===== src/trs80_host_pkg.sv =====
package trs80_host_pkg;

  // ==========================================================================
  // Host load port
  // ==========================================================================

  // Decoded host access, strobes active high
  typedef struct packed {
    logic        wr;
    logic        rd;
    logic [31:0] addr;
    logic [7:0]  data;
  } host_wr_t;

  // Region, top byte of host address
  typedef enum logic [7:0] {
    region_ram  = 8'h00,
    region_ctrl = 8'hFF
  } host_region_e;

  // ==========================================================================
  // Control register bits
  // ==========================================================================

  // Holds CPU in reset while set
  localparam int CTRL_RESET_BIT = 0;

  // Hands RAM to host and stalls CPU while set
  localparam int CTRL_LOAD_BIT = 1;

endpackage


===== src/host_control.sv =====
`timescale 1ns/1ns

module host_control
  import trs80_host_pkg::*;
(
  input  logic       clk_cpu,
  input  logic       pwr_up_reset_n,
  input  host_wr_t   i_host,
  input  logic       i_btn_wait,
  output logic       o_load_mode,
  output logic       o_ctrl_reset,
  output logic       o_cpu_wait_n,
  output logic [3:0] o_leds
);

  // Used control bits only
  logic [1:0]   ctrl_q;
  logic         btn_wait_q;
  host_region_e host_region;

  assign host_region = host_region_e'(i_host.addr[31:24]);

  // ==========================================================================
  // Control register
  // ==========================================================================

  // Written by host at region FF
  always_ff @(posedge clk_cpu) begin
    if (!pwr_up_reset_n) begin
      ctrl_q <= '0;
    end else if (i_host.wr && host_region == region_ctrl) begin
      ctrl_q[CTRL_RESET_BIT] <= i_host.data[CTRL_RESET_BIT];
      ctrl_q[CTRL_LOAD_BIT]  <= i_host.data[CTRL_LOAD_BIT];
    end
  end

  assign o_ctrl_reset = ctrl_q[CTRL_RESET_BIT];
  assign o_load_mode  = ctrl_q[CTRL_LOAD_BIT];

  // Wait button, sampled into the clock domain
  always_ff @(posedge clk_cpu) begin
    if (!pwr_up_reset_n) begin
      btn_wait_q <= 1'b0;
    end else begin
      btn_wait_q <= i_btn_wait;
    end
  end

  // CPU stalls while loading or on the button
  assign o_cpu_wait_n = ~(o_load_mode | btn_wait_q);

  // Status, bit 0 host read up to bit 3 reset
  assign o_leds = {o_ctrl_reset, o_load_mode, i_host.wr, i_host.rd};

endmodule


===== config.mk =====
export PLATFORM = sky130hd
export DESIGN_NAME = host_control
export DESIGN_NICKNAME = d
export VERILOG_FILES = /design/src/trs80_host_pkg.sv /design/src/host_control.sv
export SDC_FILE = /design/constraint.sdc
export NUM_CORES = 1
export LEC_CHECK = 0
export ABC_AREA = 1
export BUFFER_PORTS_ARGS = -buffer_cell sky130_fd_sc_hd__buf_2
export CAP_MARGIN = 0
export CORE_AREA = 2 2 39 41
export DETAILED_ROUTE_END_ITERATION = 8
export DIE_AREA = 0 0 41 43
export HOLD_SLACK_MARGIN = 0.06
export MAX_ROUTING_LAYER = met4
export PLACE_DENSITY = 0.69
export SLEW_MARGIN = 20
export SYNTH_ARGS = -nofsm -noshare
export SYNTH_HDL_FRONTEND = slang
export SYNTH_SLANG_ARGS = --single-unit

===== constraint.sdc =====
create_clock -name clk_cpu -period 1.6 [get_ports clk_cpu]
set_clock_uncertainty 0.2 [all_clocks]
set_input_delay 0.24 -clock clk_cpu [delete_from_list [all_inputs] [get_ports clk_cpu]]
set_output_delay 0.24 -clock clk_cpu [all_outputs]
set_load 0.05 [all_outputs]

Word-level counts from Yosys, hierarchy flattened
Cells that the tools add are included.
{ "op_classes": {"n_reduce_logical": 1, "eq_ne": 1, "bitwise": 2} }
{ "op_table": {"columns": ["operator", "count"], "rows": [
  ["== test 8 bit, second input constant", 1],
  ["logical AND 1 bit", 1],
  ["NOT 1 bit", 1],
  ["bitwise OR 1 bit", 1]
]} }
{ "word_totals": {"input_bits": 45, "output_inout_bits": 7, "register_bits": 3, "elab_cells": 6} }

Logic depth before layout (Yosys ltp)
{ "logic_depth": {"word_depth": 2, "mapped_depth": 6, "ltp_nobuf": 6} }

Worst setup path before layout
OpenSTA, ideal clock, no wires.
{ "synth_timing": {"kind": "reg2out", "from": "register ctrl_q[1]", "to": "output port o_cpu_wait_n", "path_buffers": 0, "t_arrival_ns": 1.212, "t_required_ns": 1.160, "path_stages_with_launch": 2, "setup_slack_ns": -0.052, "cell_sequence": "dfxtp_1 > nor2_1"} }
{ "synth_between": {"elab_chain_cells": 2} }
{ "synth_lines": {"columns": ["element", "line", "source"], "rows": [
  ["start, declared", "host_control.sv:17", "logic [1:0] ctrl_q;"],
  ["start signal, assigned by index", "host_control.sv:32", "ctrl_q[CTRL_RESET_BIT] <= i_host.data[CTRL_RESET_BIT];"],
  ["start signal, assigned by index", "host_control.sv:33", "ctrl_q[CTRL_LOAD_BIT] <= i_host.data[CTRL_LOAD_BIT];"],
  ["bitwise OR 1 bit", "host_control.sv:50", "assign o_cpu_wait_n = ~(o_load_mode | btn_wait_q);"],
  ["NOT 1 bit", "host_control.sv:50", null],
  ["end, declared", "host_control.sv:12", "output logic o_cpu_wait_n,"]
]} }
Every way passes these cells.

Worst setup path after layout
Same ends and word-level chain as after synthesis.

==> impl_metrics.csv <==
group,metric,value,unit
power_and_ir_drop,leakage,0.214,nW
floorplan,core,0.00138,sq mm
sta,tns,0,ps
floorplan,initial_core_util,15.8,%
global_route,grt_usage,6.47,%
worst_setup_path,worstPathMaxFanout,4,
clock_tree,cts_sinks,3,
sta,rsz0062_at_grt,"no",
sta,final.period_utilization,83.8,%
worst_hold_path,hold_class,"input port to flip-flop",
power_and_ir_drop,power,0.000250,W
placement,gp_congestion,0.617,
finish,postLayoutCoreUtil,24.8,%
sta,relSlewSlack,83.5,%
power_and_ir_drop,power_density,729,mW/mm^2
outcome,status,"finished, final reports clean",
yosys,yosys_warnings,0,
yosys,synthesis.area,219,sq um
clock_tree,clk_path_buf_depth,2,
worst_setup_path,end_kind,"output pin",
yosys,ys_types,8,
global_route,antenna_found_initial,0,
clock_tree,clk_latency,220,ps
drt,route.detailed.drc,0,
clock_tree,clk_pin_slew,40,ps
floorplan,pin_count,52,
floorplan,fp.dieH,43,um
worst_setup_path,reg2reg_depth,4,
finish,area_growth,56.6,%
drt,drtIter0Drc,2,
sta,hold_ws,38.5,ps
sta,period_minus_slack,1340,ps
clock_tree,cts_tree,"built",
sta,finalHoldViolations,0,
finish,finalNetCount,103,
yosys,syn_area_per_cell,5.92,sq um
global_route,grt_overflow,0,
drt,first_pass_iters,2,
yosys,syn_nets,82,
worst_hold_path,hp-start,"pwr_up_reset_n",
global_route,grt_pass1_vias,265,
sta,drv_slew,0,
clock_tree,cts_max_level,1,
sta,tightest_slew,249,ps
drt,wire_per_inst,6.21,um
yosys,synth-seq-cells,3,
floorplan,dieArea,0.00176,sq mm
worst_setup_path,arrival,900,ps
power_and_ir_drop,ir_worst_vdd,0.166,mV
worst_setup_path,required,1160,ps
drt,wl,453,um
drt,vias_per_cell,3.53,
sta,fmax,745,MHz
floorplan,rows,14,
clock_tree,root_buffer,"clkbuf_4",
worst_hold_path,min_to,"btn_wait_q",
worst_setup_path,rrSetupSlack,750,ps
drt,ant_nets,0,
finish,nFillCells,163,
finish,n_antenna_cell,0,
placement,place_hpwl,390,um
worst_setup_path,crit_type,"flip-flop to output pin",
yosys,seq_area_frac_synth,27.4,%
worst_setup_path,timing.rr.end,"ctrl_q[1]",
global_route,grt_pass1_wl,800,um
placement,io_buffers,19,
sta,setup_viol,0,
yosys,postSynthCellCount,37,
drt,via_count,258,
clock_tree,cts_buffers,3,
worst_hold_path,min_path_cells,3,
global_route,grt_max_degree,5,
worst_setup_path,worstReg2RegStart,"ctrl_q[1]",
floorplan,die_w,41,um
worst_setup_path,worstSetupStartpointType,"flip-flop",
finish,drive_gt1_share,45.6,%
flow_run,drv_cap,0,
[how the worst max path moves through the flow]
stage / from / endpoint / slack [ps] / cells after the start
floorplan: ctrl_q[1] / o_cpu_wait_n / 160 / 1
global placement: ctrl_q[1] / o_cpu_wait_n / 490 / 2
detailed placement: ctrl_q[1] / o_cpu_wait_n / 490 / 2
CTS: i_btn_wait / btn_wait_q / 20 / 5
global route: ctrl_q[1] / o_cpu_wait_n / 200 / 2
finish: ctrl_q[1] / o_cpu_wait_n / 260 / 2
[power breakdown]
group	internal (W)	switching, W
clock network	0.0000931	0.0000339
logic	0.0000196	0.0000260
registers	0.0000767	0.000000655
total	0.000189	0.0000606
[cell families after synthesis]
family	synth area share, %
buffers and inverters	30.9
flip-flops	27.4
AND/OR/NAND/NOR	41.7
[state kept, by name, indices dropped and copies added (netlist names)]
register and count:
btn_wait_q 1, ctrl_q 2
[synth_stat cells (all sizes together)]
| master | n | area share, % |
|---|---|---|
| nor2 | 6 | 13 |
| nand4 | 2 | 5.7 |
| buf | 4 | 14 |
| nand3 | 1 | 4.6 |
| inv | 10 | 17 |
| nand2 | 11 | 19 |
| dfxtp | 3 | 27 |
[cell usage in the layout, fill, tap and decap left out]
cell type,n
buf_2,19
clkbuf_1,1
clkbuf_4,3
dfxtp_1,3
dlygate4sd3_1,1
inv_1,10
nand2_1,11
nand3_2,1
nand4_1,2
nor2_1,3
nor2_2,3
[routing by layer]
metal  wire (um)  GRT usage [%]  up-vias
met5           0              -        -
met4           0           4.00        0
met3          36              0        0
met2         262           12.2        9
met1         153           5.75      108
li1            -              -      141
[timing repair]
action / 4_1_cts / 5_1_grt
endpoints found under the setup margin: 0 / 1
hold endpoints to repair: 1 / 0
setup buffers: 0 / 0
hold buffers: 2 / 0
gates resized for setup: 0 / 0
[layout make-up]
| class | count | area, sq um | area share [%] |
|---|---|---|---|
| inverters | 10 | 37.5 | 10.9 |
| repair buffers | 20 | 105 | 30.7 |
| well taps | 16 | 20.0 | 5.84 |
| clock buffers | 4 | 26.3 | 7.66 |
| multi-input cells | 20 | 93.8 | 27.4 |
| flip-flops and latches | 3 | 60.1 | 17.5 |
[stage by stage]
step	setup WS [ps]	cell area, sq um	cells
global placement	492	307	68
finish	259	343	73
global route	205	343	73
detailed placement	488	307	68
CTS	20.6	353	74
floorplan	163	221	37
[worst max-delay path, stage by stage, from the launching register on]
cell and delay (ps):
dfxtp_1 320, nor2_2 100, buf_2 260
Power figures use the tool's default switching activity.
