**config.mk**
```make
export PLATFORM = sky130hd
export DESIGN_NAME = io_ports
export DESIGN_NICKNAME = d
export VERILOG_FILES = /design/src/trs80_bus_pkg.sv /design/src/io_ports.sv
export SDC_FILE = /design/constraint.sdc
export NUM_CORES = 1
export LEC_CHECK = 0
export ABC_AREA = 1
export BUFFER_PORTS_ARGS = -buffer_cell sky130_fd_sc_hd__buf_2
export CAP_MARGIN = 10
export CORE_MARGIN = 2
export CORE_UTILIZATION = 42
export DETAILED_ROUTE_END_ITERATION = 10
export MAX_ROUTING_LAYER = met4
export PLACE_DENSITY = 0.73
export SYNTH_ARGS = -nofsm -noshare
export SYNTH_HDL_FRONTEND = slang
export SYNTH_SLANG_ARGS = --single-unit
export TNS_END_PERCENT = 10
```
**constraint.sdc**
```tcl
create_clock -name clk_cpu -period 1.2 [get_ports clk_cpu]
set_input_delay 0.12 -clock clk_cpu [delete_from_list [all_inputs] [get_ports clk_cpu]]
set_output_delay 0.12 -clock clk_cpu [all_outputs]
set_load 0.005 [all_outputs]
```
**src/trs80_bus_pkg.sv**
```systemverilog
package trs80_bus_pkg;

  // ==========================================================================
  // Clocking and address map
  // ==========================================================================

  // Clock enable divider exponent, enable is top bit of a CPU_SPEED+1 counter
  localparam int CPU_SPEED = 1;

  // Lowest CPU address open to memory writes
  localparam logic [15:0] RAM_BASE = 16'h3000;

  // I/O port numbers, matched on low address byte
  localparam logic [7:0] PORT_GAME = 8'h04;
  localparam logic [7:0] PORT_CASS = 8'hFF;

  // Memory address widths
  localparam int ROM_AW = 14;
  localparam int RAM_AW = 16;

  // ==========================================================================
  // Bus types
  // ==========================================================================

  // Z80 side bus, strobes active low
  typedef struct packed {
    logic        n_rd;
    logic        n_wr;
    logic        n_mreq;
    logic        n_iorq;
    logic [15:0] addr;
    logic [7:0]  wdata;
  } cpu_bus_t;

  // Kind of bus cycle in progress
  typedef enum logic [2:0] {
    cyc_idle,
    cyc_mem_rd,
    cyc_mem_wr,
    cyc_io_rd,
    cyc_io_wr
  } cycle_kind_e;

  // Decoded selects handed to the devices
  typedef struct packed {
    cycle_kind_e kind;
    logic        game_sel;
    logic        cass_sel;
    logic        ram_wr_ok;
  } dev_sel_t;

  // Sound output level
  typedef logic [3:0] audio_t;

endpackage

```
**src/io_ports.sv**
```systemverilog
`timescale 1ns/1ns

module io_ports
  import trs80_bus_pkg::*;
(
  input  logic              clk_cpu,
  input  logic              pwr_up_reset_n,
  input  logic              i_cpu_ce,
  input  dev_sel_t          i_sel,
  input  logic [7:0]        i_wdata,
  input  logic [7:0]        i_rom_data,
  input  logic [7:0]        i_ram_data,
  output logic [ROM_AW-1:0] o_rom_addr,
  output logic [7:0]        o_rdata,
  output audio_t            o_audio
);

  // Port cycle qualifiers
  logic io_rd;
  logic game_wr;
  logic game_rd;
  logic cass_wr;

  // Registered I/O read, for start-of-read detection
  logic io_rd_q;

  // Cassette motor bit as last written
  logic tape_motor;

  // Byte fetched for the current IN 4
  logic [7:0] game_latch;

  assign io_rd   = (i_sel.kind == cyc_io_rd);
  assign game_rd = io_rd & i_sel.game_sel;
  assign game_wr = (i_sel.kind == cyc_io_wr) & i_sel.game_sel;
  assign cass_wr = (i_sel.kind == cyc_io_wr) & i_sel.cass_sel;

  // ==========================================================================
  // Game stream and tape
  // ==========================================================================

  always_ff @(posedge clk_cpu) begin
    if (!pwr_up_reset_n) begin
      o_rom_addr <= '0;
      tape_motor <= 1'b0;
      io_rd_q    <= 1'b0;
    end else if (i_cpu_ce) begin
      // OUT 4 rewinds the stream
      if (game_wr) begin
        o_rom_addr <= '0;
      end

      // Motor switching on also rewinds
      if (cass_wr) begin
        if (i_wdata[2] && !tape_motor) begin
          o_rom_addr <= '0;
        end
        tape_motor <= i_wdata[2];
      end

      // IN 4, step once per read cycle
      io_rd_q <= io_rd;
      if (game_rd && !io_rd_q) begin
        o_rom_addr <= o_rom_addr + 1'b1;
      end
    end
  end

  // ROM data already valid for the held address
  always_ff @(posedge clk_cpu) begin
    if (i_cpu_ce && game_rd && !io_rd_q) begin
      game_latch <= i_rom_data;
    end
  end

  // ==========================================================================
  // Sound
  // ==========================================================================

  // Not tied to the enable, follows any cassette write
  always_ff @(posedge clk_cpu) begin
    if (!pwr_up_reset_n) begin
      o_audio <= '0;
    end else if (cass_wr) begin
      case (i_wdata[1:0])
        2'b00:   o_audio <= 4'd4;
        2'b01:   o_audio <= 4'd8;
        2'b10:   o_audio <= 4'd0;
        default: o_audio <= 4'd4;
      endcase
    end
  end

  // ==========================================================================
  // CPU read data
  // ==========================================================================

  // Game latch on IN 4, RAM for everything else
  assign o_rdata = game_rd ? game_latch : i_ram_data;

endmodule

```
; After elaboration in Yosys (flattened, before gate mapping)
; Cells that the tools add are included.
[word_totals]
ff_bits = 28
in_bits = 33
word_cells = 26
[op_classes]
add_sub_neg = 1
n_eq_ne = 4
mux = 6
bitwise_logic = 3
n_reduce_logical = 7
[ops]
columns = operator, n
row1 = 14-bit two-way mux, 4
row2 = 14-bit by 1-bit adder with 14-bit output (second input constant), 1
row3 = 8-bit two-way mux, 1
row4 = 4-bit one-hot mux with 2 select lines, 1
row5 = 1-bit logical AND, 4
row6 = 1-bit bitwise AND, 3
row7 = 3-bit by 2-bit equality test with 1-bit output (second input constant), 1
row8 = 3-bit equality test (second input constant), 1
row9 = 2-bit by 1-bit equality test with 1-bit output (second input constant), 1
row10 = 2-bit equality test (second input constant), 1
row11 = 1-bit logical NOT, 2
row12 = 2-bit AND reduction, 1

; Longest topological paths before layout
[logic_depth]
depth_word = 6
depth_mapped = 9
mapped_depth_nobuf = 9

; Least setup slack after synthesis
; No wires, ideal clock.
[synth_path]
path_kind = reg-to-reg
startpoint = register o_rom_addr[0]
endpoint = register o_rom_addr[12]
setup_time_ns = 0.113
arrival_ns = 1.105
slack_ns = -0.017
stages_incl_launch_ff = 9
n_path_buf = 0
cell_sequence = dfxtp_1 -> ha_1 -> nand2_1 -> nor2_1 -> nand2_1 -> nor2_1 -> nand3_1 -> nor2_1 -> nor2_1
[synth_via]
elab_chain_cells = 2
[synth_lines]
columns = element, line
row1 = start: declaration, io_ports.sv:13  ; output logic [ROM_AW-1:0] o_rom_addr,
row2 = start signal: assignment, io_ports.sv:64  ; o_rom_addr <= o_rom_addr + 1'b1;
row3 = 14-bit by 1-bit adder with 14-bit output, io_ports.sv:64
row4 = 14-bit two-way mux, io_ports.sv:63  ; if (game_rd && !io_rd_q) begin
; Every way passes these cells.
; A chain may end at the register's enable or synchronous reset.

; Worst setup path after layout
[layout_path]
startpoint = register o_rom_addr[1]
endpoint = register o_rom_addr[12]
; Same word-level chain as after synthesis.

==> key figures <==
Status
  – Status: finished, violations left
  – Violated checks: negative setup slack

Synth
  – Post-Syn Instances: about 200
  – Post-synth top cells: nand2_1 (67), inv_1 (28), nor2_1 (23)
  – Synth Area in XOR/XNOR: 0%
  – Ys async rst share: 0%
  – Main synth FF type: dfxtp_1
  – Seq cells post-synth: 26
  – Mapped cell area: 0.00135 mm²
  – Count of cell types in the netlist: 20
  – Synth warn: 0
  – Most common cell in the netlist: nand2_1
  – Post-synthesis compound-gate area fraction: just under 9%
  – EDFF count, synth: 8
  – Avg Cell Area, Syn: 6.90 µm²
  – Adder-Cell Fraction of Synth Area: 1.86%
  – Mux cell area share after synthesis: 0%
  – Simple logic cell fraction of the synthesized area: between 30% and 40%
  – Top cells by area, synth: dfxtp_1 (27%), nand2_1 (19%), edfxtp_1 (18%), inv_1 (7.8%), nor2_1 (6.4%)
  – Area leader, netlist: dfxtp_1
  – Largest family of logic cells by synthesized area: simple AND/OR/NAND/NOR gates
  – Top cell type's share of synthesized area: a little over a quarter
  – Register area share after synthesis: 44.6%

Timing
  – Period utilization: 102%
  – Final hold viol count: 0
  – Clock Skew: between 0.001 and 0.0015 ns
  – Setup-failing EPs final: 3
  – Worst hold margin: 0.0836 ns
  – Min Tclk post-route: 1.22 ns
  – Setup TNS Final: -0.0492 ns
  – RSZ-0062 raised after global routing: yes
  – Final-report max-slew violation count: 0
  – Worst setup margin: -0.0207 ns
  – Fmax: 0.819 GHz

Floorplanning
  – Die area: 0.00367 mm²
  – Core area: between 0.003 and 0.004 mm²
  – Die Span Y: 60.6 µm
  – Ports: about 60
  – Initial Util: between 40 and 50%
  – Row count: 20
  – Die Span X: 60.6 µm

CTS
  – Worst-path clk slew: 0.15 ns
  – CTS tree: done
  – Root Driver: clkbuf_4
  – Clk sinks: 26
  – Worst-skew pair later-pin latency: 0.34 ns
  – Max H-tree Level: 1
  – CTS max path bufs: 2
  – CTS buffer count: 3

Placed design
  – Placed cell areas: 0.00186 mm²
  – Port Buf Inserts: 50
  – Pre-CTS setup slack: -0.155 ns
  – DP Wirelength: 2640 µm
  – RD Place Congestion: 0.816

Global routing
  – Met3 Use GR: 3.20%
  – Vias in the first global route: about 1400
  – GRT met2 Usage: 42.4%
  – GR peak layer: met2
  – Grt ovf: 0
  – GRT Total Usage: 21.9%
  – Pin count of the biggest net entering global routing: 15
  – Global-route wire length before repair: 5780 µm
  – Antenna violations before repair: 0
  – Grt met1 use: 21.6%

Setup path
  – Critical path required time: approximately 1.5 ns
  – Crit start category: flip-flop
  – Reg2Reg Setup Slack: -0.02 ns
  – CP endpoint kind: flip-flop
  – Arr. time, crit path: 1.51 ns
  – Critical path type: flip-flop to flip-flop
  – Worst Path Max Fanout: 3

Drt
  – DR vias: 1546
  – Vias/cell: 4.66
  – DRT iter0 DRCs: 27
  – Routed WL per cell: 11.5 µm
  – # DRC: 0
  – Detailed Route WL: 3810 µm
  – First-pass detailed-route iteration total: 5
  – ANT nets after route: 0

Cells and area
  – Design Area, Final: 0.00212 mm²
  – Layout cells sized above 1: 39.6%
  – Nets: approximately 320
  – ANT cells: 0
  – Area grow syn2layout: 57.8%

Pwr
  – Peak supply drop: about 0.00063 V
  – Tot Pwr: approximately 1.6 mW
  – Leak: 1.09 nW
  – Cell Pwr Density: 737 mW/mm²

Worst hold path
  – Worst Hold Class: primary input to flip-flop

Job
  – Max cap viols: 0
==> per-stage QoR <==
stage / std cells / util [%]
2_1_floorplan: 196 / -
3_3_place_gp: 317 / 61.0
3_5_place_dp: 317 / 61.0
4_1_cts: 331 / 66.9
5_1_grt: 332 / 69.6
6_report: 332 / 69.6
==> logic make-up after synthesis <==
kind of cell | after synthesis
AO/OA/AOI/OAI | 23
adder cells (fa/ha/maj) | 2
buffers and inverters | 32
flip-flops | 26
other | 1
AND/OR/NAND/NOR | 111
==> cells in the final DEF (no fill, tap or decap) <==
master and n:
clkinv_1 1, buf_2 50, nand3_1 11, nand2_1 64, nand3_2 3, clkinvlp_4 1, dfxtp_2 6, a211oi_1 1
a31oi_1 1, nand4_1 2, ha_1 1, nor2_2 2, conb_1 2, nand3_4 1, nand3b_1 1, nor2_4 5
ha_4 1, a21oi_2 1, inv_2 1, nand2_4 2, clkbuf_4 3, dfxtp_1 10, edfxtp_1 8, buf_6 4
o21ai_1 2, nand2_2 1, buf_4 30, dfxtp_4 2, nor2_1 17, nand4_4 1, inv_1 26, a21oi_1 14
o21ai_0 4, dlygate4sd3_1 8, nor3_1 1
==> what timing repair did <==
item	4_1_cts	5_1_grt
gates resized for setup	21	19
setup endpoints to repair	17	30
cloned	0	0
hold buffers	8	0
pin swaps	8	11
setup buffers	2	1
hold endpoints to repair	8	0
==> sequential cells by signal, indices dropped and copies added, names as in the netlist <==
signal,flops
o_rom_addr,14
game_latch,8
o_audio,2
io_rd_q,1
tape_motor,1
==> worst max-delay path, cell delays in order (launching register included) <==
cell	delay [ns]
dfxtp_4	0.40
ha_4	0.15
nand2_4	0.06
nor2_4	0.12
nand2_4	0.07
nor2_4	0.09
nand3_2	0.08
nand2_1	0.06
nand2_1	0.04
nor2_1	0.09
==> layer usage <==
| layer | part of all wire, % | up-vias |
|---|---|---|
| li1 | - | 799 |
| met4 | 1.8 | 0 |
| met3 | 5.5 | 7 |
| met1 | 41 | 691 |
| met2 | 52 | 49 |
| met5 | 0 | - |
==> path summary, 6_finish.rpt <==
path	start	end	cells past startpoint
setup / recovery	o_rom_addr[1]$_SDFFE_PN0P_	o_rom_addr[12]$_SDFFE_PN0P_	9
hold / removal	i_wdata[2]	tape_motor$_SDFFE_PN0P_	3
setup reg to reg	o_rom_addr[1]$_SDFFE_PN0P_	o_rom_addr[12]$_SDFFE_PN0P_	9
hold reg to reg	tape_motor$_SDFFE_PN0P_	tape_motor$_SDFFE_PN0P_	2
==> layout make-up <==
cell class | count | area [µm²]
Clock buffer | 3 | 22.5
Clock inverter | 1 | 3.75
Fill cell | 274 | 928
Inverter | 28 | 109
Multi-Input combinational cell | 138 | 718
Sequential cell | 26 | 616
Tap cell | 44 | 55.1
Timing Repair Buffer | 92 | 601
==> power by group <==
group | internal (mW) | total, mW | leakage (nW) | switching, mW
combinational | 0.124 | 0.239 | 0.848 | 0.116
sequential | 0.914 | 0.922 | 0.222 | 0.00763
clock | 0.123 | 0.405 | 0.0154 | 0.283
Note: power is estimated with default switching activity, not from simulation.
