==> src/trs80_bus_pkg.sv <==
package trs80_bus_pkg;

  // ==========================================================================
  // Clocking and address map
  // ==========================================================================

  // Clock enable divider exponent, enable is top bit of a CPU_SPEED+1 counter
  localparam int CPU_SPEED = 1;

  // Lowest CPU address open to memory writes
  localparam logic [15:0] RAM_BASE = 16'h3000;

  // I/O port numbers, matched on low address byte
  localparam logic [7:0] PORT_GAME = 8'h04;
  localparam logic [7:0] PORT_CASS = 8'hFF;

  // Memory address widths
  localparam int ROM_AW = 14;
  localparam int RAM_AW = 16;

  // ==========================================================================
  // Bus types
  // ==========================================================================

  // Z80 side bus, strobes active low
  typedef struct packed {
    logic        n_rd;
    logic        n_wr;
    logic        n_mreq;
    logic        n_iorq;
    logic [15:0] addr;
    logic [7:0]  wdata;
  } cpu_bus_t;

  // Kind of bus cycle in progress
  typedef enum logic [2:0] {
    cyc_idle,
    cyc_mem_rd,
    cyc_mem_wr,
    cyc_io_rd,
    cyc_io_wr
  } cycle_kind_e;

  // Decoded selects handed to the devices
  typedef struct packed {
    cycle_kind_e kind;
    logic        game_sel;
    logic        cass_sel;
    logic        ram_wr_ok;
  } dev_sel_t;

  // Sound output level
  typedef logic [3:0] audio_t;

endpackage

==> src/bus_decode.sv <==
`timescale 1ns/1ns

module bus_decode
  import trs80_bus_pkg::*;
(
  input  cpu_bus_t i_cpu_bus,
  output dev_sel_t o_sel
);

  // Combined strobes, active high
  logic mem_rd;
  logic mem_wr;
  logic io_rd;
  logic io_wr;

  assign mem_rd = ~i_cpu_bus.n_mreq & ~i_cpu_bus.n_rd;
  assign mem_wr = ~i_cpu_bus.n_mreq & ~i_cpu_bus.n_wr;
  assign io_rd  = ~i_cpu_bus.n_iorq & ~i_cpu_bus.n_rd;
  assign io_wr  = ~i_cpu_bus.n_iorq & ~i_cpu_bus.n_wr;

  // Cycle classification
  always_comb begin
    if (mem_rd) begin
      o_sel.kind = cyc_mem_rd;
    end else if (mem_wr) begin
      o_sel.kind = cyc_mem_wr;
    end else if (io_rd) begin
      o_sel.kind = cyc_io_rd;
    end else if (io_wr) begin
      o_sel.kind = cyc_io_wr;
    end else begin
      o_sel.kind = cyc_idle;
    end
  end

  // Port selects from low address byte only
  // Device checks the cycle kind itself
  assign o_sel.game_sel = (i_cpu_bus.addr[7:0] == PORT_GAME);
  assign o_sel.cass_sel = (i_cpu_bus.addr[7:0] == PORT_CASS);

  // Anything below RAM_BASE is ROM space, never written by the CPU
  assign o_sel.ram_wr_ok = mem_wr & (i_cpu_bus.addr >= RAM_BASE);

endmodule

==> config.mk <==
export PLATFORM = sky130hd
export DESIGN_NAME = bus_decode
export DESIGN_NICKNAME = d
export VERILOG_FILES = /design/src/trs80_bus_pkg.sv /design/src/bus_decode.sv
export SDC_FILE = /design/constraint.sdc
export NUM_CORES = 1
export LEC_CHECK = 0
export BUFFER_PORTS_ARGS = -buffer_cell sky130_fd_sc_hd__clkbuf_2
export CAP_MARGIN = 30
export CORE_AREA = 2 2 39 41
export DETAILED_ROUTE_END_ITERATION = 12
export DIE_AREA = 0 0 41 43
export GPL_TIMING_DRIVEN = 0
export PLACE_DENSITY_LB_ADDON = 0.25
export SLEW_MARGIN = 20
export SYNTH_ARGS = -nofsm -noshare
export SYNTH_HDL_FRONTEND = slang
export SYNTH_SLANG_ARGS = --single-unit
==> constraint.sdc <==
create_clock -name vclk -period 0.8
set_input_delay 0.04 -clock vclk [all_inputs]
set_output_delay 0.04 -clock vclk [all_outputs]
set_load 0.02 [all_outputs]
# After elaboration in Yosys (flattened, before gate mapping)
# Cells that the tools add are included.
[word_totals] out_inout_bits=6 in_bits=28 reg_bits=0 wordCells=16
[classes] order_cmp=1 muxes=4 bitwise_logic=9 eq_ne=2
[op_table] cell="16-bit by 14-bit greater-or-equal comparator with 1-bit output (second input constant)" n=1
[op_table] cell="3-bit two-way mux" n=4
[op_table] cell="8-bit by 3-bit equality test with 1-bit output (second input constant)" n=1
[op_table] cell="8-bit equality test (second input constant)" n=1
[op_table] cell="1-bit bitwise AND" n=5
[op_table] cell="1-bit NOT" n=4

# Logic depth before layout (Yosys ltp)
# Gate-level depths: netlist of run 1.
[depth] depth_word=6 ltp_mapped=2

# Worst setup path before layout of run 1
# Ideal clock, no wire load.
[synth_timing] path_kind="input to output" start="input i_cpu_bus[26] in the netlist's numbering" end="output o_sel[5] in the netlist's numbering" arrival_time_ns=0.705 setup_slack_ns=0.055 path_stages=2 path_buffers=0 cell_sequence="nand2b_1 -> nor3b_1"
[synth_lines] item="start: declaration" line_no="bus_decode.sv:6" source="input cpu_bus_t i_cpu_bus,"
[synth_lines] item="end: declaration" line_no="bus_decode.sv:7" source="output dev_sel_t o_sel"

==> results of run 1 <==
[worst paths after layout]
| path | start | end | slack [ps] | cells after the start |
|---|---|---|---|---|
| hold / removal | i_cpu_bus[26] | o_sel[0] | 350 | 3 |
| setup / recovery | i_cpu_bus[15] | o_sel[2] | 0.8 | 4 |
[layer usage]
| metal | GRT usage, % | share of wire, % | up-vias |
|---|---|---|---|
| li1 | - | - | 99 |
| met1 | 6.013 | 35 | 81 |
| met2 | 7.187 | 52 | 9 |
| met3 | 1.047 | 12 | 0 |
| met4 | 0 | 0 | 0 |
| met5 | 0 | 0 | - |
[kinds of logic (layout without fill, tap and decap cells)]
logic type	Yosys count	in the layout
simple gates	10	10
compound gates	3	3
buf+inv	0	22
[power by group through the flow]
stage	Clock (mW)	Sequential, mW	Combinational (mW)
2_1_floorplan	0	0	0.0319
3_3_place_gp	0	0	0.0910
3_5_place_dp	0	0	0.0907
4_1_cts	0	0	0.0937
5_1_grt	0	0	0.108
6_report	0	0	0.0977
[per-stage QoR]
stage	utilization (%)	instance area, um^2	hold slack, ps	TNS (ps)	worst slack, ps
global route	17.09	236.5	362.4	-53.15	-53.15
detailed placement	15.19	210.2	349.8	-37.01	-37.01
CTS	16.27	225.2	350.6	-27.74	-27.74
global placement	15.19	210.2	351.2	-40.35	-40.35
floorplan	-	80.08	156.9	0	54.96
finish	17.09	236.5	346.2	0	0.8298
[cells in the final DEF, fill, tap and decap left out]
master / n
a211oi_1: 1
a21oi_1: 1
and4b_1: 1
buf_2: 1
buf_6: 1
clkbuf_2: 19
clkbuf_8: 1
nand2b_1: 2
nand4_1: 2
nor2_1: 2
nor3_1: 1
nor3b_2: 1
nor4_2: 1
o22ai_1: 1
[tightest hold or removal path, delay by kind of cell]
| kind | cells | cell delay (ps) |
|---|---|---|
| buffers and inverters | 2 | 220 |
| and+or+nand+nor | 1 | 40 |
[what timing repair did]
action                                  in CTS  in global routing
endpoints found under the setup margin       1                  2
gates resized for setup                      3                  3
pin swaps                                    2                  0
[layout make-up]
cell class                      instances  area (um^2)
Fill cell                             159         1147
Tap cell                               16        20.02
Timing Repair Buffer                   22        125.1
Multi-Input combinational cell         13        91.34
==> impl_metrics.ini, run 1 <==
[finish]
antenna_cells = 0
seq_cells = 0
syn_to_final_growth_pct = 195.3
regArea_um2 = 0
final_cells = 51
layout-drive-gt1-share_pct = 68.57
fin_nets = 65
clkbuf_count = 0

[detailed_routing]
dr.pass1.iters = 1
drt_wl_total_um = 381
post_drt_wl_per_cell_um = 7.471
vias = 189
drt_iter0_drc = 0
via_per_inst = 3.706
postRouteAntennaNets = 0
drc = 0

[power_and_ir_drop]
p_int_mw = 0.05024
power.total_mw = 0.09768
power.density_mw_per_mm2 = 413.1
power_frac_clock_pct = 0
p_seq_share_pct = 0
switching_share_pct = 48.57
leakagePower_nw = 0.1213
p_switching_mw = 0.04745
combPwrFrac_pct = 100.0
peakVddDrop_mv = 0.09003

[cts]
hold_buffers = 0
cts_setup_buffers = 0

[sta]
relSlewSlack_pct = 86.98
slew_violations = 0
worstMarginPinSlew_ps = 194.1
rsz0062_at_grt = true
min_period_over_period_pct = 99.90
min_period_ps = 799.2
final_hold_viol_count = 0
max_freq_mhz = 1251
finalSetupViolCount = 0

[logic_synthesis]
synth_top_family_by_area = simple AND/OR/NAND/NOR gates
yosys_warnings = 0
synthMuxAreaShare_pct = 0
ys_seq_area_share_pct = 0
synthXorXnorAreaFrac_pct = 0
yosys.area_share.adder_pct = 0
netlist-cell-type-count = 10
synth_common_cells = nand2b_1, nand4_1, nor2_1
syn_area_um2 = 80.08
netlist_instances = 13
synth_nets = 41
synthSimpleGateAreaFrac_pct = 76.56
synth_top_area_share_pct = 15.63
syn_area_per_cell_um2 = 6.160
synth_top_cell_by_area = nand2b_1
synthTopCellsByArea = nand2b_1, nand4_1, and4b_1, a211oi_1, nor2_1
synth_compound_area_share_pct = 23.44

[global_route]
grt_usage_pct = 4.396
grt_pass1_wl_um = 607
grt_pass1_vias = 165
grt-ovfl-total = 0
grt_max_degree = 6
antenna_found_initial = 0

[setup_path]
crit_fanout = 2
path_buf_inv = 2
crit_family = simple AND/OR/NAND/NOR gates
critical_path_class = in -> out
critical_path_arrival_ps = 760
critPathMaxStageDelay_ps = 240
worstSetupStartpointType = input pin
crit_chain = buf_6 -> nor4_2 -> and4b_1 -> clkbuf_8
cp.required_ps = 760
worst_setup_path_end_kind = output pin
worst_path_max_delay_cell = nor4_2

[floorplan]
chipWidth_um = 41
die_area_mm2 = 0.001763
start_util_pct = 5.787
ios = 34
rows = 14
die_h_um = 43
core_mm2 = 0.001384

[place]
place.gp.congestion = 0.5527
io_buffers = 22
dp_hpwl_um = 337.2
dp_cells = 51

[min_path]
hold_path.class = in -> out

[flow_run]
drv_cap = 0

[status]
status = completed
(Power assumes the default switching activity.)
==> run 2, diff against run 1 <==
--- a/config.mk
+++ b/config.mk
@@ -5,11 +5,11 @@
 export SDC_FILE = /design/constraint.sdc
 export NUM_CORES = 1
 export LEC_CHECK = 0
-export BUFFER_PORTS_ARGS = -buffer_cell sky130_fd_sc_hd__clkbuf_2
 export CAP_MARGIN = 30
 export CORE_AREA = 2 2 39 41
 export DETAILED_ROUTE_END_ITERATION = 12
 export DIE_AREA = 0 0 41 43
+export DONT_BUFFER_PORTS = 1
 export GPL_TIMING_DRIVEN = 0
 export PLACE_DENSITY_LB_ADDON = 0.25
 export SLEW_MARGIN = 20
==> impl_metrics.ini, run 2 (synthesized netlist as in run 1, its figures left out) <==
[status]
status = completed

[floorplan]
core_mm2 = 0.001384
start_util_pct = 5.787
rows = 14
die_area_mm2 = 0.001763
die_h_um = 43
chipWidth_um = 41
ios = 34

[global_route]
grt_pass1_wl_um = 351
antenna_found_initial = 0
grt_usage_pct = 2.797
grt-ovfl-total = 0
grt_max_degree = 6
grt_pass1_vias = 73

[finish]
regArea_um2 = 0
antenna_cells = 0
syn_to_final_growth_pct = 32.81
layout_common_cells = nand2b_1, nor2_1, nand4_1
seq_cells = 0
post-route-util_pct = 7.685
fin_nets = 43
final.fill_count = 156
layout-drive-gt1-share_pct = 15.38
clkbuf_count = 0

[min_path]
hold_path.class = in -> out
min-delay-start = i_cpu_bus[24]
holdPathEnd = o_sel[5]
holdPathStages = 1

[cts]
hold_buffers = 0

[power_and_ir_drop]
p_int_mw = 0.01234
power.density_mw_per_mm2 = 331.2
combPwrFrac_pct = 100.0
peakVddDrop_mv = 0.04586
p_switching_mw = 0.02288
switching_share_pct = 64.97
leakagePower_nw = 0.02181
power_frac_clock_pct = 0
p_seq_share_pct = 0

[place]
io_buffers = 0
place.gp.congestion = 0.5159

[detailed_routing]
vias = 109
drt_wl_total_um = 312
drc = 0
via_per_inst = 3.759
dr.pass1.iters = 1
post_drt_wl_per_cell_um = 10.76
drt_iter0_drc = 0
postRouteAntennaNets = 0

[flow_run]
drv_cap = 0

[setup_path]
crit_fanout = 2
worst_path_max_delay_cell = and4b_2
critPathMaxStageDelay_ps = 350
startpoint = i_cpu_bus[13]
critical_path_arrival_ps = 680
worst_setup_path_end_kind = output pin
worstSetupStartpointType = input pin
critical_path_class = in -> out
crit_family = simple AND/OR/NAND/NOR gates
path_buf_inv = 0
crit_chain = nor4_1 -> and4b_2
cp.required_ps = 760

[sta]
finalSetupViolCount = 0
max_freq_mhz = 1387
rsz0062_at_grt = false
worstMarginPinSlew_ps = 620.2
final_hold_viol_count = 0
min_period_over_period_pct = 90.15
finalSetupTns_ps = 0
relSlewSlack_pct = 58.33
min_period_ps = 721.2
slew_violations = 0
-- run 2: cell count changes in the layout (fill, tap and decap cells not counted), sizes merged --
| cell | previous run | this run |
|---|---|---|
| clkbuf | 20 | 0 |
| buf | 2 | 0 |
-- run 2: per-stage QoR --
step / instance area, um^2 / setup WS [ps] / cells / hold slack (ps) / total power, mW
floorplan: 80.08 / 54.96 / 13 / 156.9 / 0.03192
global placement: 100.1 / 17.59 / 29 / 160.5 / 0.03473
detailed placement: 100.1 / 22.45 / 29 / 159.0 / 0.03485
CTS: 100.1 / 22.45 / 29 / 159.0 / 0.03484
global route: 106.4 / 14.44 / 29 / 135.4 / 0.03799
finish: 106.4 / 78.81 / 29 / 133.3 / 0.03522
-- run 2: power groups by stage --
stage,sequential [mW],combinational [mW],clock [mW]
6_report,0,0.0352,0
3_5_place_dp,0,0.0349,0
4_1_cts,0,0.0348,0
5_1_grt,0,0.0380,0
3_3_place_gp,0,0.0347,0
2_1_floorplan,0,0.0319,0
-- run 2: area by class of cell --
class	instances	area (um^2)	share of cell area, %
tap	16	20.02	18.82
multi-input combinational	13	86.33	81.18
-- run 2: per-layer routing --
layer	up-vias	track usage [%]	part of all wire (%)
met5	-	0	0
met1	45	2.532	29
li1	55	-	-
met3	0	1.571	18
met4	0	0	0
met2	9	5.313	53
-- run 2: timing repair --
item,in CTS,in global routing
gates resized for setup,0,2
setup endpoints to repair,0,2
setup buffers,0,0
-- run 2: worst max path at each step --
| stage | endpoint | slack [ps] | cells past startpoint |
|---|---|---|---|
| finish | o_sel[2] | 80 | 2 |
| global route | o_sel[2] | 10 | 2 |
| CTS | o_sel[5] | 20 | 2 |
| detailed placement | o_sel[5] | 20 | 2 |
| global placement | o_sel[2] | 20 | 2 |
| floorplan | o_sel[5] | 50 | 2 |
==> run 3, diff against run 2 <==
==> constraint.sdc (replaced) <==
create_clock -name vclk -period 0.85
set_input_delay 0.0425 -clock vclk [all_inputs]
set_output_delay 0.0425 -clock vclk [all_outputs]
set_load 0.02 [all_outputs]
==> impl_metrics.ini, run 3 (synthesized netlist as in run 1, its figures left out) <==
[sta]
finalSetupTns_ps = 0
min_period_ps = 770.0
relSlewSlack_pct = 55.89
worstMarginPinSlew_ps = 660.3
final_hold_viol_count = 0
fin_ws_ps = 79.96
max_freq_mhz = 1299
whs_ps = 163.6
finalSetupViolCount = 0
min_period_over_period_pct = 90.59
slew_violations = 0
rsz0062_at_grt = false

[power_and_ir_drop]
peakVddDrop_mv = 0.04171
power.density_mw_per_mm2 = 320.4
leakagePower_nw = 0.02098
power.total_mw = 0.03207

[setup_path]
worstSetupStartpointType = input pin
worst_path_max_delay_cell = nor3b_1
path_buf_inv = 0
crit_chain = nand2b_1 -> nor3b_1
worst_setup_path_end_kind = output pin
critPathMaxStageDelay_ps = 550
crit_fanout = 2
cp.required_ps = 810
crit_family = simple AND/OR/NAND/NOR gates
critical_path_arrival_ps = 730
critical_path_class = in -> out

[floorplan]
rows = 14
core_mm2 = 0.001384
chipWidth_um = 41
start_util_pct = 5.787
ios = 34
die_h_um = 43
die_area_mm2 = 0.001763

[global_route]
antenna_found_initial = 0
grt_usage_pct = 2.797
grt-ovfl-total = 0
grt_pass1_wl_um = 351
grt_max_degree = 6
grt_pass1_vias = 73

[status]
status = completed

[finish]
fin_nets = 43
fin_area_um2 = 100.1
layout_common_cells = nand2b_1, nor2_1, nand4_1
antenna_cells = 0
seq_cells = 0
layout-drive-gt1-share_pct = 0
regArea_um2 = 0
post-route-util_pct = 7.233
clkbuf_count = 0
multiInputGateArea_um2 = 80.08
final.fill_count = 156
final_cells = 29
syn_to_final_growth_pct = 25.00

[place]
io_buffers = 0
dp_slack_ps = 67.45
dp_cells = 29
placed_cell_area_um2 = 100.1
place.gp.congestion = 0.5159

[cts]
cts_setup_buffers = 0
hold_buffers = 0
cts_resized = 0

[flow_run]
drv_cap = 0

[detailed_routing]
vias = 108
post_drt_wl_per_cell_um = 10.55
drc = 0
drt_wl_total_um = 306
dr.pass1.iters = 1
postRouteAntennaNets = 0
via_per_inst = 3.724
drt_iter0_drc = 0

[min_path]
hold_path.class = in -> out
[run 3: changes by cell type in the layout (fill, tap and decap cells not counted)]
cell	change
and4b_1	+1
nor3b_2	-1
and4b_2	-1
nor3b_1	+1
[run 3: final timing paths]
kind	start	depth (start not counted)	slack [ps]	endpoint
worst min-delay path	i_cpu_bus[27]	1	160	o_sel[3]
worst max-delay path	i_cpu_bus[26]	2	80	o_sel[5]
[run 3: layer usage]
metal | vias to the layer above | global-route usage, % | part of all wire (%)
met5 | - | 0 | 0
met2 | 9 | 5.313 | 54
met1 | 44 | 2.532 | 27
met3 | 0 | 1.571 | 19
li1 | 55 | - | -
met4 | 0 | 0 | 0
[run 3: final cells by class]
class / count / share of cell area [%]
Multi-Input combinational cell: 13 / 80.00
Tap cell: 16 / 20.00
[run 3: power by group]
| part | internal (mW) | total (mW) | switching, mW |
|---|---|---|---|
| combinational | 0.0110 | 0.0321 | 0.0211 |
| clock | 0 | 0 | 0 |
| sequential | 0 | 0 | 0 |
